==> src/mips_isa_pkg.sv <==
package mips_isa_pkg;

    // Instruction field widths
    localparam int OP_W     = 6;
    localparam int FN_W     = 6;
    localparam int REG_W    = 5;
    localparam int IMM_W    = 16;
    localparam int TARGET_W = 26;

    // Opcodes
    localparam logic [OP_W-1:0] OP_RTYPE = 6'h00;
    localparam logic [OP_W-1:0] OP_J     = 6'h02;
    localparam logic [OP_W-1:0] OP_BEQ   = 6'h04;
    localparam logic [OP_W-1:0] OP_ADDI  = 6'h08;
    localparam logic [OP_W-1:0] OP_LW    = 6'h23;
    localparam logic [OP_W-1:0] OP_SW    = 6'h2b;

    // R-type funct codes
    localparam logic [FN_W-1:0] FN_SLL = 6'h00;
    localparam logic [FN_W-1:0] FN_ADD = 6'h20;
    localparam logic [FN_W-1:0] FN_SUB = 6'h22;
    localparam logic [FN_W-1:0] FN_AND = 6'h24;
    localparam logic [FN_W-1:0] FN_OR  = 6'h25;
    localparam logic [FN_W-1:0] FN_SLT = 6'h2a;

    // One fetched word, seen as R, I or J format
    typedef union packed {
        struct packed {
            logic [OP_W-1:0]  op;
            logic [REG_W-1:0] rs;
            logic [REG_W-1:0] rt;
            logic [REG_W-1:0] rd;
            logic [REG_W-1:0] shamt;
            logic [FN_W-1:0]  funct;
        } rtype;
        struct packed {
            logic [OP_W-1:0]  op;
            logic [REG_W-1:0] rs;
            logic [REG_W-1:0] rt;
            logic [IMM_W-1:0] imm;
        } itype;
        struct packed {
            logic [OP_W-1:0]     op;
            logic [TARGET_W-1:0] target;
        } jtype;
    } instr_t;

endpackage

==> src/mips_core_pkg.sv <==
package mips_core_pkg;

    localparam int DATA_W     = 32;
    localparam int IMEM_DEPTH = 64;
    localparam int IMEM_AW    = 6;
    localparam int DMEM_DEPTH = 16;
    localparam int DMEM_AW    = 4;

    // Main decoder to ALU control
    localparam int ALUOP_W = 2;
    localparam logic [ALUOP_W-1:0] ALUOP_ADD   = 2'd0;
    localparam logic [ALUOP_W-1:0] ALUOP_SUB   = 2'd1;
    localparam logic [ALUOP_W-1:0] ALUOP_FUNCT = 2'd2;

    // ALU functions
    localparam int ALU_FN_W = 4;
    localparam logic [ALU_FN_W-1:0] ALU_ADD = 4'd0;
    localparam logic [ALU_FN_W-1:0] ALU_SUB = 4'd1;
    localparam logic [ALU_FN_W-1:0] ALU_AND = 4'd2;
    localparam logic [ALU_FN_W-1:0] ALU_OR  = 4'd3;
    localparam logic [ALU_FN_W-1:0] ALU_SLT = 4'd4;
    localparam logic [ALU_FN_W-1:0] ALU_SLL = 4'd5;

    // Operand source chosen by the forwarding logic
    localparam int FWD_W = 2;
    localparam logic [FWD_W-1:0] FWD_NONE = 2'd0;
    localparam logic [FWD_W-1:0] FWD_MEM  = 2'd1;
    localparam logic [FWD_W-1:0] FWD_WB   = 2'd2;

endpackage

==> src/fetch_unit.sv <==
module fetch_unit
    import mips_isa_pkg::*;
    import mips_core_pkg::*;
(
    input  logic               i_clk,
    input  logic               i_arst_n,
    input  logic               i_jump,
    input  logic [DATA_W-1:0]  i_jump_target,
    input  logic               i_branch_taken,
    input  logic [DATA_W-1:0]  i_branch_target,
    input  logic               i_imem_we,
    input  logic [IMEM_AW-1:0] i_imem_addr,
    input  logic [DATA_W-1:0]  i_imem_data,
    output logic [DATA_W-1:0]  o_pc,
    output logic [DATA_W-1:0]  o_pc4,
    output instr_t             o_instr
);
    logic [DATA_W-1:0] imem [IMEM_DEPTH];
    logic [DATA_W-1:0] pc_next;

    assign o_pc4 = o_pc + DATA_W'(4);

    // The branch in MEM is older than the jump in EX
    assign pc_next = i_branch_taken ? i_branch_target :
                     i_jump         ? i_jump_target   : o_pc4;

    always_ff @(posedge i_clk or negedge i_arst_n) begin
        if (!i_arst_n) begin
            o_pc <= '0;
        end else begin
            o_pc <= pc_next;
        end
    end

    // Program load port
    always_ff @(posedge i_clk) begin
        if (i_imem_we) begin
            imem[i_imem_addr] <= i_imem_data;
        end
    end

    // Word index from the PC above the byte offset
    assign o_instr = imem[o_pc[IMEM_AW+1:2]];

endmodule

==> config.mk <==
export PLATFORM = sky130hd
export DESIGN_NAME = fetch_unit
export DESIGN_NICKNAME = d
export VERILOG_FILES = /design/src/mips_isa_pkg.sv /design/src/mips_core_pkg.sv /design/src/fetch_unit.sv
export SDC_FILE = /design/constraint.sdc
export NUM_CORES = 2
export LEC_CHECK = 0
export BUFFER_PORTS_ARGS = -buffer_cell sky130_fd_sc_hd__buf_2
export CAP_MARGIN = 20
export CORE_MARGIN = 3
export CORE_UTILIZATION = 51
export CTS_BUF_LIST = sky130_fd_sc_hd__clkbuf_16
export CTS_CLUSTER_DIAMETER = 50
export CTS_CLUSTER_SIZE = 40
export DETAILED_ROUTE_END_ITERATION = 16
export PLACE_DENSITY_LB_ADDON = 0.05
export RECOVER_POWER = 25
export SYNTH_ARGS = -nofsm -noshare
export SYNTH_HDL_FRONTEND = slang
export SYNTH_SLANG_ARGS = --single-unit
==> constraint.sdc <==
create_clock -name i_clk -period 3 [get_ports i_clk]
set_input_delay 0.15 -clock i_clk [delete_from_list [all_inputs] [get_ports i_clk]]
set_output_delay 0.15 -clock i_clk [all_outputs]
set_load 0.005 [all_outputs]
# Word level (Yosys, flattened, before mapping)

Memory sizes are Yosys's and may differ from the RTL's.
Cells that the tools add are included.

Add/subtract/negate cells: 1
Multipliers: 0
Divide/modulo/power cells: 0
$lt $le $gt $ge: 0
Equality and inequality tests: 0
Shifts and indexed selects: 0
Mux-type cells: 4
Bitwise gates (word level): 0
Reduce and logical (&&, ||, !) cells: 0

Operators with widths:

| operator                | number |
|---|---|
| $mux W32                | 2 |
| $add A32 B3 Y32 const B | 1 |
| $mux W1                 | 2 |

Bits in registers: 32
Latch bits: 0
Bits in writable memories: 2048
Memory bits (read-only): 0
Input bits: 107
Output and inout bits: 96
Memories: 1

Memories:

| memory | words | bits a word | read ports | clocked after memory_dff | write ports | line             | RTL |
|---|---|---|---|---|---|---|---|
| imem   | 64    | 32          | 1          | 0                        | 1           | fetch_unit.sv:18 | `logic [DATA_W-1:0] imem [IMEM_DEPTH];` |

# Logic depth before layout (Yosys ltp)

Word-level depth: 3
Depth in mapped cells: 9
Gate-level depth less buffers: 6

# Least setup slack after synthesis

Ideal clock, no wire load.

Path kind: in2reg
Start point: input port i_imem_addr[3]
End point: memory imem[48][0], enable pin
Setup time: 0.461 ns
Data arrival time: 2.875 ns
Path slack: -0.336 ns
Cell stages on the path: 4
Buffers on the path: 1
Path through: clkbuf_1 nor2b_1 nand4b_1 nor3_1

RTL lines:

| item            | line             | RTL |
|---|---|---|
| start, declared | fetch_unit.sv:12 | `input logic [IMEM_AW-1:0] i_imem_addr,` |
| end, declared   | fetch_unit.sv:18 |  |

No word-level cell before the write port.

==> flow_summary_export.csv <==
group,metric,value,unit
pwr,total_power,63.8,mW
worst_setup_path,crit_top_cell,"buf_12",
synthesis,synthMostInstantiatedCell,"edfxtp_1",
sta,timing.fmax,0.279,GHz
outcome,violations,"capacitance limit, slew limit, setup timing",
worst_setup_path,crit_chain,"buf_12, buf_12, buf_12, buf_16, buf_8, mux4_2, nand2_2, nand3_4, o21ai_4, o41ai_4, buf_2",
synthesis,synth_area,0.0805,mm²
synthesis,synth_area_leaders,"edfxtp_1 (76%), mux4_2 (13%), mux2i_1 (2.0%), dfrtp_1 (1.0%), o221ai_1 (0.79%)",
global_routing,grt_pass1_vias,42600,
worst_setup_path,crit_family,"buffers and inverters",
worst_setup_path,crit_fanout,6,
sta,fin_setup_tns,-20700,ps
finish,synthToLayoutAreaGrowth,22.2,%
routing,vias,42900,
worst_setup_path,end_kind,"primary output",
clocking,root_buffer,"clkbuf_16",
clocking,htreeDepth,4,
min_path,hold_class,"in -> reg",
place,place_congestion,0.812,
pwr,p_int,47.7,mW
sta,fin_crit,3590,ps
synthesis,yosys.area.top_type,"edfxtp_1",
finish,final_cells,6766,
pwr,p_clk_share,37.1,%
pwr,switching_power,16.1,mW
floorplan,die_w,403,µm
global_routing,antenna_found_initial,8,
floorplan,num_io_pins,203,
pwr,ir_drop,0.614,mV
clocking,clkSinkCount,2080,
worst_setup_path,r2r-start,"o_pc[2]",
synthesis,synth_ff_type,"edfxtp_1",
place,io_buffers,202,
routing,wirelength,227000,µm
clocking,clk_latency,810,ps
clocking,cts_buffer_depth,3,
floorplan,start_util,51.4,%
worst_setup_path,crit_cells,11,
floorplan,core_area,0.156,mm²
worst_setup_path,critPathBufInv,6,
synthesis,seq_area_frac_synth,77.4,%
synthesis,syn_nets,3919,
finish,nNetsFinal,4662,
worst_setup_path,crit_type,"reg -> out",
clocking,cts_tree,"built",
sta,finalHoldViolations,0,
worst_setup_path,ff2ff_path_depth,13,
pwr,switching_share,25.2,%
routing,drtIter0Drc,4976,
synthesis,synthArstFlopShare,1.54,%
sta,setup_violations,53,
synthesis,synth_cell_types,59,
sta,slew_headroom,-61.7,%
sta,drv_slew,751,
routing,avgRoutedWirePerCell,33.6,µm
worst_setup_path,r2r_end,"o_pc[10]",
synthesis,synthTopCellsByCount,"edfxtp_1 (2048), mux4_2 (453), nand2_1 (166)",
synthesis,avgSynthCellArea,21.1,µm²
worst_setup_path,cp-startpoint,"o_pc[2]",
routing,antenna_left,0,
worst_setup_path,worstPathArrival,3440,ps
clocking,cts_buffers,173,
global_routing,globalRouteOverflowTotal,0,
routing,firstDrtPassIters,6,
synthesis,synth_top_cell_area_share,76.4,%
clocking,clk_pin_slew,80,ps
sta,hold_slack,71.1,ps
floorplan,design.die.area,0.163,mm²
min_path,hold_start,"i_imem_addr[2]",
synthesis,ys_warn_count,0,
worst_setup_path,cpMaxStageDelayCell,"dfrtp_4",
worst_setup_path,startpoint_type,"flop",
worst_setup_path,cpPeakStageDelay,560,ps
place,hpwl,129000,µm
synthesis,synth-edff-count,2048,
pwr,power_leakage,31.9,nW
routing,drc,0,
finish,final_util,62.9,%
place,dp_cells,6193,
pwr,seqPwrFrac,50.5,%
worst_setup_path,critPathRequiredTime,2850,ps
sta,rsz0062_at_grt,"true",
finish,drive_above_1_share,36.8,%
sta,tightest_slew,2420,ps
routing,viasPerCell,6.34,
synthesis,synth-seq-cells,2080,
global_routing,grt_pass1_wl,320000,µm
outcome,outcome,"finished, violations left",
min_path,holdPathStages,3,
pwr,p_per_area,649,mW/mm²
pwr,p_comb_share,12.4,%
global_routing,grtUsageTotal,27.9,%
worst_setup_path,r2r_setup_slack,90,ps
floorplan,die-height,403,µm
min_path,min_to,"imem[48][28]",
flow_run,drv_cap,15,
sta,finalCritPeriodShare,120,%
floorplan,num_rows,145,
global_routing,grt_max_degree,65,
finish,fillers,10700,
sta,finalWorstSetupSlack,-586,ps
sta,skew,16.1,ps
synthesis,syn_inst,3811,
## timing repair
item | 4_1_cts | 5_1_grt
hold endpoints to repair | 383 | 702
buffers inserted | 19 | 97
hold buffers | 91 | 16
resized for setup | 201 | 249
pin swaps | 13 | 72
endpoints found under the setup margin | 52 | 54
gates cloned | 11 | 10
## worst min-delay path, delay by kind of cell
| family | cells | cell delay, ps |
|---|---|---|
| simple gates | 1 | 80 |
| buf+inv | 2 | 450 |
## how the worst max path moves through the flow
| stage | end | slack (ps) |
|---|---|---|
| after global placement | o_instr[14] | -410 |
| after floorplan | imem[39][0] | 210 |
| after CTS | o_instr[4] | -670 |
| final | o_instr[7] | -590 |
| after detailed placement | o_instr[14] | -400 |
| after global routing | o_instr[30] | -700 |
## per-stage QoR
step | area, µm² | setup WS, ps
after floorplan | 80500 | 208
after global placement | 87400 | -411
after detailed placement | 87400 | -396
after CTS | 96000 | -672
after global routing | 98300 | -697
final | 98300 | -586
## registers in the layout (all words and copies together), names as in the netlist
| signal | cells |
|---|---|
| imem | 2048 |
| o_pc | 32 |
## routing by layer
metal	routed length, µm	share of wire [%]	vias to the layer above	GRT usage (%)
met4	5000	2.2	4	6.52
met5	31	0.014	-	0
met1	94400	42	23200	41.7
li1	-	-	17500	-
met3	18600	8.2	288	4.61
met2	109000	48	1897	43.8
## power groups by stage
stage | Clock [mW] | Combinational, mW | Sequential, mW
after floorplan | 0 | 3.22 | 32.9
after global placement | 0 | 6.43 | 32.9
after detailed placement | 0 | 6.45 | 32.9
after CTS | 24.1 | 7.18 | 32.3
after global routing | 25.2 | 8.29 | 32.3
final | 23.7 | 7.91 | 32.3
## area by class of cell
cell class	count	area (µm²)	area share [%]
Antenna cell	4	10.0	0.0102
Clock buffer	173	4330	4.40
Clock inverter	152	1660	1.69
Inverter	15	61.3	0.0623
Multi-Input combinational cell	1495	19300	19.7
Sequential cell	2080	62300	63.4
Tap cell	2058	2570	2.62
Timing Repair Buffer	789	8060	8.19
## cell families after synthesis
kind of cell	Yosys count	share of synthesized area, %
xor gates and xnor gates	25	0.272
and+or+nand+nor	469	2.61
muxes	636	15.0
adders and majority gates	1	0.0155
DFF	2080	77.4
buffers and inverters	236	1.46
AOI/OAI and AO/OA	364	3.22
## layout by cell type (no fill, tap or decap), types with 14 or more instances in the layout
master	n
edfxtp_1	2048
mux4_2	453
buf_4	259
clkbuf_16	183
buf_2	173
nand2_1	153
mux2i_1	153
buf_12	118
dlygate4sd3_1	105
nor2_4	68
nor2_1	64
o21ai_0	57
inv_6	44
buf_6	44
o221ai_1	43
clkbuf_1	43
nand3_1	33
a21oi_1	30
dfrtp_1	27
and2_1	26
o22ai_1	24
inv_8	23
buf_16	23
inv_1	20
nor2_2	20
o221ai_2	20
o21ai_1	19
o41ai_4	19
o22ai_2	16
clkinv_8	16
a211oi_1	14
(Power assumes the default switching activity.)
