===== config.mk =====
export PLATFORM = sky130hd
export DESIGN_NAME = control_decoder_flat
export DESIGN_NICKNAME = d
export VERILOG_FILES = /design/src/mips_isa_pkg.sv /design/src/mips_core_pkg.sv /design/src/pipe_if.sv /design/src/control_decoder.sv /design/src/flat_wrapper.sv
export SDC_FILE = /design/constraint.sdc
export NUM_CORES = 1
export LEC_CHECK = 0
export BUFFER_PORTS_ARGS = -buffer_cell sky130_fd_sc_hd__buf_2
export CAP_MARGIN = 0
export CELL_PAD_IN_SITES_DETAIL_PLACEMENT = 2
export CELL_PAD_IN_SITES_GLOBAL_PLACEMENT = 2
export CORE_AREA = 2 2 39 41
export DETAILED_ROUTE_END_ITERATION = 7
export DIE_AREA = 0 0 41 43
export GPL_TIMING_DRIVEN = 1
export PLACE_DENSITY_LB_ADDON = 0.1
export SLEW_MARGIN = 20
export SYNTH_ARGS = -nofsm -noshare
export SYNTH_HDL_FRONTEND = slang
export SYNTH_SLANG_ARGS = --single-unit

===== constraint.sdc =====
create_clock -name vclk -period 1.39
set_input_delay 0.0695 -clock vclk [all_inputs]
set_output_delay 0.0695 -clock vclk [all_outputs]
set_load 0.02 [all_outputs]

===== src/mips_isa_pkg.sv =====
package mips_isa_pkg;

    // Instruction field widths
    localparam int OP_W     = 6;
    localparam int FN_W     = 6;
    localparam int REG_W    = 5;
    localparam int IMM_W    = 16;
    localparam int TARGET_W = 26;

    // Opcodes
    localparam logic [OP_W-1:0] OP_RTYPE = 6'h00;
    localparam logic [OP_W-1:0] OP_J     = 6'h02;
    localparam logic [OP_W-1:0] OP_BEQ   = 6'h04;
    localparam logic [OP_W-1:0] OP_ADDI  = 6'h08;
    localparam logic [OP_W-1:0] OP_LW    = 6'h23;
    localparam logic [OP_W-1:0] OP_SW    = 6'h2b;

    // R-type funct codes
    localparam logic [FN_W-1:0] FN_SLL = 6'h00;
    localparam logic [FN_W-1:0] FN_ADD = 6'h20;
    localparam logic [FN_W-1:0] FN_SUB = 6'h22;
    localparam logic [FN_W-1:0] FN_AND = 6'h24;
    localparam logic [FN_W-1:0] FN_OR  = 6'h25;
    localparam logic [FN_W-1:0] FN_SLT = 6'h2a;

    // One fetched word, seen as R, I or J format
    typedef union packed {
        struct packed {
            logic [OP_W-1:0]  op;
            logic [REG_W-1:0] rs;
            logic [REG_W-1:0] rt;
            logic [REG_W-1:0] rd;
            logic [REG_W-1:0] shamt;
            logic [FN_W-1:0]  funct;
        } rtype;
        struct packed {
            logic [OP_W-1:0]  op;
            logic [REG_W-1:0] rs;
            logic [REG_W-1:0] rt;
            logic [IMM_W-1:0] imm;
        } itype;
        struct packed {
            logic [OP_W-1:0]     op;
            logic [TARGET_W-1:0] target;
        } jtype;
    } instr_t;

endpackage


===== src/mips_core_pkg.sv =====
package mips_core_pkg;

    localparam int DATA_W     = 32;
    localparam int IMEM_DEPTH = 64;
    localparam int IMEM_AW    = 6;
    localparam int DMEM_DEPTH = 16;
    localparam int DMEM_AW    = 4;

    // Main decoder to ALU control
    localparam int ALUOP_W = 2;
    localparam logic [ALUOP_W-1:0] ALUOP_ADD   = 2'd0;
    localparam logic [ALUOP_W-1:0] ALUOP_SUB   = 2'd1;
    localparam logic [ALUOP_W-1:0] ALUOP_FUNCT = 2'd2;

    // ALU functions
    localparam int ALU_FN_W = 4;
    localparam logic [ALU_FN_W-1:0] ALU_ADD = 4'd0;
    localparam logic [ALU_FN_W-1:0] ALU_SUB = 4'd1;
    localparam logic [ALU_FN_W-1:0] ALU_AND = 4'd2;
    localparam logic [ALU_FN_W-1:0] ALU_OR  = 4'd3;
    localparam logic [ALU_FN_W-1:0] ALU_SLT = 4'd4;
    localparam logic [ALU_FN_W-1:0] ALU_SLL = 4'd5;

    // Operand source chosen by the forwarding logic
    localparam int FWD_W = 2;
    localparam logic [FWD_W-1:0] FWD_NONE = 2'd0;
    localparam logic [FWD_W-1:0] FWD_MEM  = 2'd1;
    localparam logic [FWD_W-1:0] FWD_WB   = 2'd2;

endpackage


===== src/pipe_if.sv =====
// Control levels of one decoded instruction
interface ctrl_if
    import mips_core_pkg::*;
();
    logic               reg_write;
    logic               mem_to_reg;
    logic               mem_write;
    logic               branch;
    logic               jump;
    logic               alu_src;
    logic               reg_dst;
    logic [ALUOP_W-1:0] alu_op;

    modport decoder (
        output reg_write, mem_to_reg, mem_write, branch, jump, alu_src, reg_dst, alu_op
    );
    modport stage (
        input reg_write, mem_to_reg, mem_write, branch, jump, alu_src, reg_dst, alu_op
    );
endinterface



===== src/control_decoder.sv =====
module control_decoder
    import mips_isa_pkg::*;
    import mips_core_pkg::*;
(
    input  logic [OP_W-1:0] i_op,
    ctrl_if.decoder         ctrl
);

    always_comb begin
        // Unknown opcodes fall through as a nop
        ctrl.reg_write  = 1'b0;
        ctrl.mem_to_reg = 1'b0;
        ctrl.mem_write  = 1'b0;
        ctrl.branch     = 1'b0;
        ctrl.jump       = 1'b0;
        ctrl.alu_src    = 1'b0;
        ctrl.reg_dst    = 1'b0;
        ctrl.alu_op     = ALUOP_ADD;
        case (i_op)
            OP_RTYPE: begin
                ctrl.reg_write = 1'b1;
                ctrl.reg_dst   = 1'b1;
                ctrl.alu_op    = ALUOP_FUNCT;
            end
            OP_ADDI: begin
                ctrl.reg_write = 1'b1;
                ctrl.alu_src   = 1'b1;
            end
            OP_LW: begin
                ctrl.reg_write  = 1'b1;
                ctrl.mem_to_reg = 1'b1;
                ctrl.alu_src    = 1'b1;
            end
            OP_SW: begin
                ctrl.mem_write = 1'b1;
                ctrl.alu_src   = 1'b1;
            end
            OP_BEQ: begin
                ctrl.branch = 1'b1;
                ctrl.alu_op = ALUOP_SUB;
            end
            OP_J: begin
                ctrl.jump = 1'b1;
            end
            default: ;
        endcase
    end

endmodule


===== src/flat_wrapper.sv =====
// flat-port wrapper written by rule: the top's interface ports become plain ports
module control_decoder_flat import mips_isa_pkg::*; import mips_core_pkg::*;
  (i_op, ctrl_reg_write, ctrl_mem_to_reg, ctrl_mem_write, ctrl_branch, ctrl_jump, ctrl_alu_src, ctrl_reg_dst, ctrl_alu_op);
  ctrl_if ctrl_i ();
  input  logic [OP_W-1:0] i_op;
  output wire logic [$bits(ctrl_i.reg_write)-1:0] ctrl_reg_write;
  output wire logic [$bits(ctrl_i.mem_to_reg)-1:0] ctrl_mem_to_reg;
  output wire logic [$bits(ctrl_i.mem_write)-1:0] ctrl_mem_write;
  output wire logic [$bits(ctrl_i.branch)-1:0] ctrl_branch;
  output wire logic [$bits(ctrl_i.jump)-1:0] ctrl_jump;
  output wire logic [$bits(ctrl_i.alu_src)-1:0] ctrl_alu_src;
  output wire logic [$bits(ctrl_i.reg_dst)-1:0] ctrl_reg_dst;
  output wire logic [$bits(ctrl_i.alu_op)-1:0] ctrl_alu_op;
  assign ctrl_reg_write = ctrl_i.reg_write;
  assign ctrl_mem_to_reg = ctrl_i.mem_to_reg;
  assign ctrl_mem_write = ctrl_i.mem_write;
  assign ctrl_branch = ctrl_i.branch;
  assign ctrl_jump = ctrl_i.jump;
  assign ctrl_alu_src = ctrl_i.alu_src;
  assign ctrl_reg_dst = ctrl_i.reg_dst;
  assign ctrl_alu_op = ctrl_i.alu_op;
  control_decoder u_core (.i_op(i_op), .ctrl(ctrl_i));
endmodule

**After elaboration in Yosys (flattened, before gate mapping)**

Index checks and enable logic that the tools add are counted.

- Word-level logic and storage cells: 16
- Output and inout port bits: 9
- Input bits: 6
- Register bits after elaboration: 0

- Eq/ne operators: 5
- Muxes and demuxes: 8
- Reductions and logical operators: 3

Operator list:

| cell | number |
|---|---|
| $eq A6 B6 Y1 const B | 2 |
| $mux W1 | 7 |
| $eq A6 B2 Y1 const B | 1 |
| $eq A6 B3 Y1 const B | 1 |
| $eq A6 B4 Y1 const B | 1 |
| $logic_not A6 Y1 | 1 |
| $reduce_or A3 Y1 | 2 |
| $pmux W2 S2 | 1 |

**Depth between registers and ports, before layout**

- Word-level depth: 3
- Gate-level depth with buffers: 3

**Least setup slack after synthesis**

OpenSTA, ideal clock, no wires.

- Path kind: input port to output port
- Start point: input port i_op[5]
- End point: output port ctrl_alu_op[0]
- Stages: 3
- Arrival: 1453 ps
- Slack: -133 ps
- Data required time: 1321 ps
- Buffers on the path: 1
- Cells stage by stage: or4_4 -> nor3b_1 -> buf_4

- Cells in the longest elaborated chain, start to end: 2
- Elaborated cells between the ends (all ways): 3
- Classes of those cells: 1 x eq/ne; 1 x mux; 1 x reduce/logical

Ends and longest elaborated chain:

| what | RTL line | text |
|---|---|---|
| start, declared | flat_wrapper.sv:5 | `input logic [OP_W-1:0] i_op;` |
| $eq A6 B3 Y1 / $logic_not A6 Y1 (equally long branches) | control_decoder.sv:19 | `case (i_op)` |
| $pmux W2 S2 (*) | control_decoder.sv:19 |  |
| end, declared | flat_wrapper.sv:13 | `output wire logic [$bits(ctrl_i.alu_op)-1:0] ctrl_alu_op;` |

Mark *: on every way between the ends. The rest lies on a longest branch, timed or not.

**Final worst setup path**

- Start point: input port i_op[5]
- End point: output port ctrl_alu_src

- Cells in the longest elaborated chain, start to end: 3
- Elaborated cells between the ends (all ways): 5
- Classes of those cells: 3 x eq/ne; 1 x mux; 1 x reduce/logical

Ends and longest elaborated chain:

| what | RTL line | text |
|---|---|---|
| $eq A6 B4 Y1 / $eq A6 B6 Y1 (equally long branches) | control_decoder.sv:19 |  |
| $reduce_or A3 Y1 (no source line) (*) | - |  |
| $mux W1 (*) | control_decoder.sv:19 |  |
| end, declared | flat_wrapper.sv:11 | `output wire logic [$bits(ctrl_i.alu_src)-1:0] ctrl_alu_src;` |

Marked as above.

==> results.yml <==
outcome:
  status: "complete, no violations"
setup_path:
  crit_chain: "buf_2 -> or4b_1 -> a211oi_2 -> buf_2"
  worstPathArrival_ns: 1.14
  critPathTopFamily: "simple AND/OR/NAND/NOR gates"
  crit_type: "input port to output pin"
  cp-start-kind: "input port"
  crit_required_ns: 1.32
  end_kind: "output pin"
  worstPathMaxFanout: 6
  max_stage_delay_ns: 0.54
  crit_path_frequent_cell: "buf_2"
  worst_path_max_delay_cell: "or4b_1"
  path_buf_inv: 2
synthesis:
  syn_area_per_cell_sq_um: 7.76
  synth_cell_types: 12
  synth_warnings: 0
  synth_fp_nets: 21
  syn_area_sq_um: 116
  ys_seq_area_share_pct: 0
  syn_inst: 15
die:
  dieHeight_microns: 43
  boundaryPins: 15
  design.core.area_sq_mm: 0.00138
  rows: 14
  die_w_microns: 41
  die_area_sq_mm: 0.00176
  start_util_pct: 8.41
power_and_ir_drop:
  powerDensity_mw_per_mm2: 195
  ir_worst_vdd_uv: 47.5
  p_leak_uw: 0.0000915
route:
  post_drt_via_cell_ratio: 4.36
  via_count: 196
  wl_microns: 566
  wl_per_cell_microns: 12.6
  drcViolationCount: 0
  drt_pass1_iterations: 2
  drtAntennaViolNets: 0
  dr.first_iter.drc_count: 2
final_layout:
  nets: 37
  num_antenna_cells: 0
  syn_to_final_growth_pct: 79.6
  stdcell_count: 45
  seq_area_sq_um: 0
  drive_above_1_share_pct: 62.1
  clockBufferCount: 0
  numSequentialCells: 0
clocking:
  cts-hold-fix-buffers: 0
  ctsResizeCount: 0
  cts_setup_buffers: 0
sta:
  max_freq_mhz: 824
  hold_viol: 0
  relSlewSlack_pct: 84.0
  period_needed_ns: 1.21
  setup_tns_ns: 0
  slew_violations: 0
  rsz0062_at_grt: "false"
  fin_crit_sh_pct: 87.3
  setup_viol: 0
  worst_pin_slew_ns: 0.236
grt:
  overflow: 0
  grt_pass1_wl_microns: 910
  grt_usage_pct: 6.69
  first_global_vias: 195
  grt_max_degree: 9
  antenna_found_initial: 0
hold_path:
  hold_class: "input port to output pin"
place:
  port_buffers: 15
  dp.cells: 45
  hpwl_microns: 460
  gp_congestion: 0.640
flow_run:
  cap_viol_max_count: 0
-- cell usage in the layout, fill, tap and decap left out --
master,netlist,final
or3_1,1,1
nor4_1,1,1
a211oi_2,1,1
nor3_1,3,3
nand4b_1,1,1
nor4b_1,1,1
or4_4,1,1
or4b_1,2,2
nand3_1,1,1
nor3b_2,0,1
buf_2,0,15
a211oi_1,1,1
-- routing by layer --
layer	GRT usage, %	vias to the layer above	routed length (microns)
li1	-	95	-
met1	12.7	91	268
met2	8.44	10	243
met3	0	0	53
met4	0	0	0
met5	0	-	0
-- power by group --
group | total (uW) | switching [uW] | internal (uW)
Clock | 0 | 0 | 0
Sequential | 0 | 0 | 0
Combinational | 40.8 | 25.8 | 15.0
Total | 40.8 | 25.8 | 15.0
-- path summary, 6_finish.rpt --
check	depth (start not counted)	endpoint	start
max	4	ctrl_alu_src	i_op[5]
min	3	ctrl_jump	i_op[5]
-- logic make-up (layout without fill, tap and decap cells) --
| kind of cell | after synthesis | in the layout | synth area share (%) |
|---|---|---|---|
| compound gates | 2 | 2 | 17.2 |
| buf+inv | 1 | 15 | 6.45 |
| simple gates | 12 | 12 | 76.3 |
-- final cells by class --
cell class                 count  area (sq um)
multi-input combinational     14           114
tap                           16          20.0
fill                         162          1170
timing repair buffer          15          75.1
-- through the flow --
stage | util [%] | total power, uW | hold slack (ns) | worst slack, ns | cell area (sq um)
4_1_cts | 15.1 | 41.3 | 0.481 | 0.159 | 209
3_5_place_dp | 15.1 | 41.1 | 0.480 | 0.170 | 209
6_report | 15.1 | 40.8 | 0.479 | 0.176 | 209
3_3_place_gp | 15.1 | 39.8 | 0.475 | 0.168 | 209
2_1_floorplan | - | 14.8 | 0.183 | 0.125 | 121
5_1_grt | 15.1 | 45.0 | 0.506 | 0.102 | 209
-- Yosys cell counts --
cell type  instances  area [sq um]
a211oi_1           1          7.51
a211oi_2           1          12.5
buf_4              1          7.51
nand3_1            1          5.00
nand4b_1           1          8.76
nor3_1             3          15.0
nor3b_1            1          7.51
nor4_1             1          6.26
nor4b_1            1          8.76
or3_1              1          6.26
or4_4              1          11.3
or4b_1             2          20.0
No activity file was read; power rests on OpenSTA's default activity.
