$ cat src/mips_isa_pkg.sv
package mips_isa_pkg;

    // Instruction field widths
    localparam int OP_W     = 6;
    localparam int FN_W     = 6;
    localparam int REG_W    = 5;
    localparam int IMM_W    = 16;
    localparam int TARGET_W = 26;

    // Opcodes
    localparam logic [OP_W-1:0] OP_RTYPE = 6'h00;
    localparam logic [OP_W-1:0] OP_J     = 6'h02;
    localparam logic [OP_W-1:0] OP_BEQ   = 6'h04;
    localparam logic [OP_W-1:0] OP_ADDI  = 6'h08;
    localparam logic [OP_W-1:0] OP_LW    = 6'h23;
    localparam logic [OP_W-1:0] OP_SW    = 6'h2b;

    // R-type funct codes
    localparam logic [FN_W-1:0] FN_SLL = 6'h00;
    localparam logic [FN_W-1:0] FN_ADD = 6'h20;
    localparam logic [FN_W-1:0] FN_SUB = 6'h22;
    localparam logic [FN_W-1:0] FN_AND = 6'h24;
    localparam logic [FN_W-1:0] FN_OR  = 6'h25;
    localparam logic [FN_W-1:0] FN_SLT = 6'h2a;

    // One fetched word, seen as R, I or J format
    typedef union packed {
        struct packed {
            logic [OP_W-1:0]  op;
            logic [REG_W-1:0] rs;
            logic [REG_W-1:0] rt;
            logic [REG_W-1:0] rd;
            logic [REG_W-1:0] shamt;
            logic [FN_W-1:0]  funct;
        } rtype;
        struct packed {
            logic [OP_W-1:0]  op;
            logic [REG_W-1:0] rs;
            logic [REG_W-1:0] rt;
            logic [IMM_W-1:0] imm;
        } itype;
        struct packed {
            logic [OP_W-1:0]     op;
            logic [TARGET_W-1:0] target;
        } jtype;
    } instr_t;

endpackage

$ cat src/mips_core_pkg.sv
package mips_core_pkg;

    localparam int DATA_W     = 32;
    localparam int IMEM_DEPTH = 64;
    localparam int IMEM_AW    = 6;
    localparam int DMEM_DEPTH = 16;
    localparam int DMEM_AW    = 4;

    // Main decoder to ALU control
    localparam int ALUOP_W = 2;
    localparam logic [ALUOP_W-1:0] ALUOP_ADD   = 2'd0;
    localparam logic [ALUOP_W-1:0] ALUOP_SUB   = 2'd1;
    localparam logic [ALUOP_W-1:0] ALUOP_FUNCT = 2'd2;

    // ALU functions
    localparam int ALU_FN_W = 4;
    localparam logic [ALU_FN_W-1:0] ALU_ADD = 4'd0;
    localparam logic [ALU_FN_W-1:0] ALU_SUB = 4'd1;
    localparam logic [ALU_FN_W-1:0] ALU_AND = 4'd2;
    localparam logic [ALU_FN_W-1:0] ALU_OR  = 4'd3;
    localparam logic [ALU_FN_W-1:0] ALU_SLT = 4'd4;
    localparam logic [ALU_FN_W-1:0] ALU_SLL = 4'd5;

    // Operand source chosen by the forwarding logic
    localparam int FWD_W = 2;
    localparam logic [FWD_W-1:0] FWD_NONE = 2'd0;
    localparam logic [FWD_W-1:0] FWD_MEM  = 2'd1;
    localparam logic [FWD_W-1:0] FWD_WB   = 2'd2;

endpackage

$ cat src/pipe_if.sv


// Results still in flight in MEM and WB
interface bypass_if
    import mips_isa_pkg::*;
    import mips_core_pkg::*;
();
    logic              mem_we;
    logic [REG_W-1:0]  mem_dest;
    logic [DATA_W-1:0] mem_result;
    logic              wb_we;
    logic [REG_W-1:0]  wb_dest;
    logic [DATA_W-1:0] wb_data;

    modport source (output mem_we, mem_dest, mem_result, wb_we, wb_dest, wb_data);
    modport sink (input mem_we, mem_dest, mem_result, wb_we, wb_dest, wb_data);
endinterface

$ cat src/register_file.sv
module register_file
    import mips_isa_pkg::*;
    import mips_core_pkg::*;
(
    input  logic              i_clk,
    input  logic              i_arst_n,
    input  logic [REG_W-1:0]  i_rs,
    input  logic [REG_W-1:0]  i_rt,
    bypass_if.sink            wb,
    input  logic [REG_W-1:0]  i_dbg_addr,
    output logic [DATA_W-1:0] o_rs_data,
    output logic [DATA_W-1:0] o_rt_data,
    output logic [DATA_W-1:0] o_dbg_data
);
    logic [DATA_W-1:0] regs [2**REG_W];
    logic              wr_en;

    // $zero is never written
    assign wr_en = wb.wb_we && (wb.wb_dest != '0);

    always_ff @(posedge i_clk or negedge i_arst_n) begin
        if (!i_arst_n) begin
            for (int i = 0; i < 2**REG_W; i++) begin
                regs[i] <= '0;
            end
        end else if (wr_en) begin
            regs[wb.wb_dest] <= wb.wb_data;
        end
    end

    // Write in WB shows up in the same cycle's ID read
    function automatic logic [DATA_W-1:0] read_port(input logic [REG_W-1:0] addr);
        if (addr == '0) begin
            return '0;
        end else if (wr_en && (wb.wb_dest == addr)) begin
            return wb.wb_data;
        end
        return regs[addr];
    endfunction

    always_comb begin
        o_rs_data = read_port(i_rs);
        o_rt_data = read_port(i_rt);
    end

    assign o_dbg_data = regs[i_dbg_addr];

endmodule

$ cat src/flat_wrapper.sv
// flat-port wrapper written by rule: the top's interface ports become plain ports
module register_file_flat import mips_isa_pkg::*; import mips_core_pkg::*;
  (i_clk, i_arst_n, i_rs, i_rt, i_dbg_addr, o_rs_data, o_rt_data, o_dbg_data, wb_mem_we, wb_mem_dest, wb_mem_result, wb_wb_we, wb_wb_dest, wb_wb_data);
  bypass_if wb_i ();
  input  logic i_clk;
  input  logic i_arst_n;
  input  logic [REG_W-1:0] i_rs;
  input  logic [REG_W-1:0] i_rt;
  input  logic [REG_W-1:0] i_dbg_addr;
  output logic [DATA_W-1:0] o_rs_data;
  output logic [DATA_W-1:0] o_rt_data;
  output logic [DATA_W-1:0] o_dbg_data;
  input wire logic [$bits(wb_i.mem_we)-1:0] wb_mem_we;
  input wire logic [$bits(wb_i.mem_dest)-1:0] wb_mem_dest;
  input wire logic [$bits(wb_i.mem_result)-1:0] wb_mem_result;
  input wire logic [$bits(wb_i.wb_we)-1:0] wb_wb_we;
  input wire logic [$bits(wb_i.wb_dest)-1:0] wb_wb_dest;
  input wire logic [$bits(wb_i.wb_data)-1:0] wb_wb_data;
  assign wb_i.mem_we = wb_mem_we;
  assign wb_i.mem_dest = wb_mem_dest;
  assign wb_i.mem_result = wb_mem_result;
  assign wb_i.wb_we = wb_wb_we;
  assign wb_i.wb_dest = wb_wb_dest;
  assign wb_i.wb_data = wb_wb_data;
  register_file u_core (.i_clk(i_clk), .i_arst_n(i_arst_n), .i_rs(i_rs), .i_rt(i_rt), .wb(wb_i), .i_dbg_addr(i_dbg_addr), .o_rs_data(o_rs_data), .o_rt_data(o_rt_data), .o_dbg_data(o_dbg_data));
endmodule
$ cat config.mk
export PLATFORM = sky130hd
export DESIGN_NAME = register_file_flat
export DESIGN_NICKNAME = d
export VERILOG_FILES = /design/src/mips_isa_pkg.sv /design/src/mips_core_pkg.sv /design/src/pipe_if.sv /design/src/register_file.sv /design/src/flat_wrapper.sv
export SDC_FILE = /design/constraint.sdc
export NUM_CORES = 2
export LEC_CHECK = 0
export BUFFER_PORTS_ARGS = -buffer_cell sky130_fd_sc_hd__buf_2
export CORE_MARGIN = 3
export CORE_UTILIZATION = 64
export DETAILED_ROUTE_END_ITERATION = 12
export GPL_TIMING_DRIVEN = 0
export PLACE_DENSITY_LB_ADDON = 0.05
export SLEW_MARGIN = 20
export SYNTH_ARGS = -nofsm -noshare
export SYNTH_HDL_FRONTEND = slang
export SYNTH_SLANG_ARGS = --single-unit
$ cat constraint.sdc
create_clock -name i_clk -period 6.1 [get_ports i_clk]
set_input_delay 1.83 -clock i_clk [delete_from_list [all_inputs] [get_ports i_clk]]
set_output_delay 1.83 -clock i_clk [all_outputs]
set_load 0.02 [all_outputs]
Word-level counts from Yosys, hierarchy flattened

Cells that the tools add are included.

Magnitude comparators: 5
Eq/ne operators: 2
Mux-type cells: 22
Bitwise gates (word level): 4
Reduce and logical (&&, ||, !) cells: 7

Operators with widths:

| kind                 | number |
|---|---|
| $bwmux W1024         | 1 |
| $bmux W32 S5         | 3 |
| $mux W32             | 13 |
| $demux W32 S5        | 1 |
| $ge A6 B6 Y1 const B | 4 |
| $not A5 Y6           | 4 |
| $eq A5 B5 Y1         | 2 |
| $logic_not A5 Y1     | 2 |
| $lt A6 B1 Y1 const B | 1 |
| $reduce_bool A5 Y1   | 1 |
| $logic_and A1 B1 Y1  | 4 |
| $mux W1              | 4 |

Bits in registers: 1024
Bits of input ports: 93
Logic and storage cells: 72

Logic depth before layout (Yosys ltp)

Word-level depth: 6
Gate-level depth with buffers: 9
Gate-level depth less buffers: 5

Least setup slack after synthesis

Ideal clock, no wire load.

Path kind: in2out
Start point: in i_rt[0]
End point: out o_rt_data[10]
Arrival: 3.616 ns
Path slack: 0.654 ns
Cell stages on the path: 7
Cells stage by stage: buf_4 > buf_2 > buf_2 > mux4_2 > o22ai_1 > nor3_1 > a32o_1

Word-level cells in the longest chain between the ends: 5
Elaborated cells on any way between the ends: 11
Those cells by class: 1 x eq/ne; 7 x mux; 1 x bitwise; 2 x reduce/logical

RTL lines:

| what                                                                    | line                                     | RTL |
|---|---|---|
| start, declared                                                         | flat_wrapper.sv:8                        | `input logic [REG_W-1:0] i_rt;` |
| $not A5 Y6 (implied by the code) / $eq A5 B5 Y1 (equally long branches) | register_file.sv:38, register_file.sv:35 |  |
| $bmux W32 S5 / $logic_and A1 B1 Y1 (equally long branches)              | register_file.sv:38, register_file.sv:35 |  |
| $mux W32 (implied by the code) / $mux W1 (equally long branches)        | register_file.sv:38, register_file.sv:35 |  |
| $mux W32 (implied by the code) / $mux W1 (equally long branches)        | register_file.sv:38, register_file.sv:33 |  |
| $mux W32 (*)                                                            | register_file.sv:38                      | `return regs[addr];` |
| end, declared                                                           | flat_wrapper.sv:11                       | `output logic [DATA_W-1:0] o_rt_data;` |

Every way passes the cells marked *; elsewhere a longest branch is shown, timed or not. The select of a mux whose other input is x is not followed.

Final worst setup path

Start point: in i_rs[1]
End point: out o_rs_data[10]

Word-level cells in the longest chain between the ends: 5
Elaborated cells on any way between the ends: 11
Those cells by class: 1 x eq/ne; 7 x mux; 1 x bitwise; 2 x reduce/logical

RTL lines:

| what                                                                    | line                                     | RTL |
|---|---|---|
| start, declared                                                         | flat_wrapper.sv:7                        | `input logic [REG_W-1:0] i_rs;` |
| $not A5 Y6 (implied by the code) / $eq A5 B5 Y1 (equally long branches) | register_file.sv:38, register_file.sv:35 |  |
| $bmux W32 S5 / $logic_and A1 B1 Y1 (equally long branches)              | register_file.sv:38, register_file.sv:35 |  |
| $mux W32 (implied by the code) / $mux W1 (equally long branches)        | register_file.sv:38, register_file.sv:35 |  |
| $mux W32 (implied by the code) / $mux W1 (equally long branches)        | register_file.sv:38, register_file.sv:33 |  |
| $mux W32 (*)                                                            | register_file.sv:38                      |  |
| end, declared                                                           | flat_wrapper.sv:10                       | `output logic [DATA_W-1:0] o_rs_data;` |

Marks and branches as above.

==> results.py <==
metrics = {
    "placement": {
        "port_buffers": 139,
        "dpl_cell_area_sq_um": 65130,
        "post-dp-hpwl_microns": 189600,
        "gp_congestion": 1.037,
        "dp_cells": 5525,
    },
    "route": {
        "wl_met3_microns": 46870,
        "ant_nets": 0,
        "dr.pass1.iters": 6,
        "top_layer": "met5",
        "drt-total-wl_microns": 279100,
        "drt_iter0_drc": 8199,
        "wl_met1_microns": 87100,
        "drc": 0,
        "vias_per_cell": 8.494,
        "wire_per_inst_microns": 48.39,
        "wl_met2_microns": 112900,
        "num_vias": 48990,
    },
    "synthesis": {
        "syn_inst": 4105,
        "synth_warnings": 0,
        "synth.area.top_cells": "dfrtp_1 (41%), mux4_2 (28%), mux2_2 (18%), mux2i_1 (2.3%), clkbuf_1 (1.6%)",
        "yosysTopAreaCell": "dfrtp_1",
        "ys_seq_elements": 1024,
        "synth_most_common_cell": "dfrtp_1",
        "synth_edf_count": 0,
        "synth_area_sq_um": 62380,
        "yosysSeqAreaShare_pct": 41.08,
        "async_flop_share_pct": 100.0,
        "synthesis.nets": 4198,
        "yosysUniqueCellTypes": 42,
        "synth_top_area_share_pct": 41.08,
        "synth_common_cells": "dfrtp_1 (1024), mux2_2 (976), mux4_2 (783)",
        "ys.flop_type": "dfrtp_1",
        "syn_avg_cell_area_sq_um": 15.20,
    },
    "min_path": {
        "min_to": "u_core.regs[1010]$_DFFE_PN0P_",
        "hold_start": "u_core.regs[1010]$_DFFE_PN0P_",
        "hold_class": "reg -> reg",
        "worstHoldPathCells": 1,
    },
    "layout": {
        "syn_to_final_growth_pct": 12.57,
        "largest_reg_flops": 1024,
        "final_nets": 4476,
        "largest_registers": "u_core.regs x1024",
        "instances_no_fill": 5768,
        "top_register": "u_core.regs",
        "design_area_sq_um": 70220,
        "drive_above_1_share_pct": 55.55,
    },
    "clock_tree": {
        "clock_path_buffers": 3,
        "cts_sinks": 1024,
        "htreeDepth": 3,
        "insertion_delay_ns": 0.74,
        "ctsHoldBuffers": 0,
        "cts-root-buf": "clkbuf_16",
        "cts-buffers-inserted": 113,
        "clk_pin_slew_ns": 0.06,
        "cts_tree": "built",
    },
    "pwr": {
        "power_density_nw_per_um2": 323.8,
        "leakagePower_uw": 0.02987,
        "ir_worst_vdd_mv": 0.3136,
    },
    "job": {
        "cap_violations": 0,
    },
    "grt": {
        "grt_start_max_net_pins": 136,
        "grt_pass1_wl_microns": 381100,
        "overflow": 0,
        "grt.total_usage_pct": 55.27,
        "antenna_found_initial": 20,
        "grt_pass1_vias": 47950,
    },
    "floorplan": {
        "fp.dieW_microns": 318.2,
        "die_h_microns": 318.2,
        "die-area_sq_um": 101300,
        "io-pin-count": 189,
        "rows": 113,
        "coreArea_sq_um": 95860,
        "initial_core_util_pct": 65.08,
    },
    "sta": {
        "min_period_over_period_pct": 103.3,
        "rsz0062_at_grt": "yes",
        "slew_headroom_pct": 10.22,
        "setup_slack_ns": -0.1996,
        "setup_viol": 75,
        "finalSetupTns_ns": -5.650,
        "final.min_clock_period_ns": 6.300,
        "finClkSkew_ns": 0,
        "max_freq_mhz": 158.7,
        "finalHoldViolations": 0,
        "worstMarginPinSlew_ns": 1.347,
        "slew_violations": 0,
    },
    "setup_path": {
        "ff2ff_setup_slack_ns": 5.25,
        "cp.required_ns": 4.27,
        "rr_startpoint": "u_core.regs[53]$_DFFE_PN0P_",
        "critPathKind": "in -> out",
        "ff2ff_path_depth": 1,
        "crit_path_max_fanout": 11,
        "endpoint_kind": "output pin",
        "r2r-end": "u_core.regs[53]$_DFFE_PN0P_",
        "critical_path_arrival_ns": 4.47,
        "cp-start-kind": "input port",
    },
    "outcome": {
        "violations": "negative setup slack",
        "status": "finished, violations left",
    },
}
## cell type report
type,instances,area [sq um]
diodes,26,65.06
plain buffers,500,3137
clock buffers,173,3435
clock inverters,36,397.9
fillers,6278,25630
inverters,6,22.52
multi-input cells,2572,34820
flip-flops and latches,1024,25620
well taps,1265,1583
repair buffers,166,1142
## power by group
part | internal (uW) | total [uW] | switching (uW) | leakage [uW]
Sequential | 8080 | 9400 | 1320 | 0.0131
Clock | 4120 | 7190 | 3070 | 0.00189
Combinational | 3300 | 6150 | 2840 | 0.0148
Total | 15500 | 22700 | 7220 | 0.0299
## cells in the final DEF (no fill, tap or decap), types with 23 or more instances in the layout
cell	instances
a221oi_1	41
clkbuf_16	114
clkbuf_8	44
buf_6	49
mux2_2	976
buf_2	215
diode_2	26
nor2_1	35
buf_1	24
o22ai_1	107
buf_4	72
clkbuf_4	47
clkbuf_1	178
clkbuf_2	64
a21oi_1	25
dfrtp_1	1024
nor2b_1	33
nand3_1	23
a211o_1	32
a32o_1	30
mux2i_1	141
nor3_1	30
mux2_1	33
mux4_2	783
a211oi_1	59
nand2_1	79
## stage by stage
stage	setup WS (ns)	utilization, %	hold WS, ns	power (uW)
floorplan	0.6538	-	0.4580	13140
global placement	-19.32	67.45	0.4738	14970
detailed placement	-1.258	67.95	0.4839	15200
CTS	-0.007274	72.86	0.5017	22310
global route	-0.08141	73.20	0.5303	23230
finish	-0.1996	73.26	0.4964	22740
## per-layer routing
layer	track usage [%]	up-vias
li1	-	17100
met1	64.88	25210
met2	73.73	5106
met3	29.69	1541
met4	47.06	32
met5	1.939	-
## cells by family (layout without fill, tap and decap cells)
kind of cell	Yosys count	after routing	synth area share, %
XOR/XNOR	10	10	0.1404
other	0	26	0
multiplexers	1933	1933	48.75
AO/OA/AOI/OAI	379	379	4.465
AND/OR/NAND/NOR	250	250	1.913
flip-flops	1024	1024	41.08
buffers and inverters	509	881	3.658
## how the worst max path moves through the flow
stage | startpoint | endpoint | cells after the start
after floorplan | i_rt[0] | o_rt_data[10] | 7
after global placement | i_arst_n | u_core.regs[722]$_DFFE_PN0P_ | 1
after detailed placement | i_rt[2] | o_rt_data[10] | 8
after CTS | i_rt[1] | o_rt_data[9] | 9
after global routing | i_rs[1] | o_rs_data[1] | 8
final | i_rs[1] | o_rs_data[10] | 8
## timing repair
item,in CTS,in global routing
gates resized for setup,294,107
endpoints found under the setup margin,96,78
setup buffers,5,6
endpoints found under the hold margin,0,0
pin swaps,10,9
cloned,0,0
## critical path, cell delays in order
cell and delay (ns):
buf_2 0.31, buf_4 0.46, buf_6 0.42, buf_4 0.38, mux2i_1 0.17, a211oi_4 0.43, a211o_1 0.22, buf_2 0.19
Power figures use the tool's default switching activity.
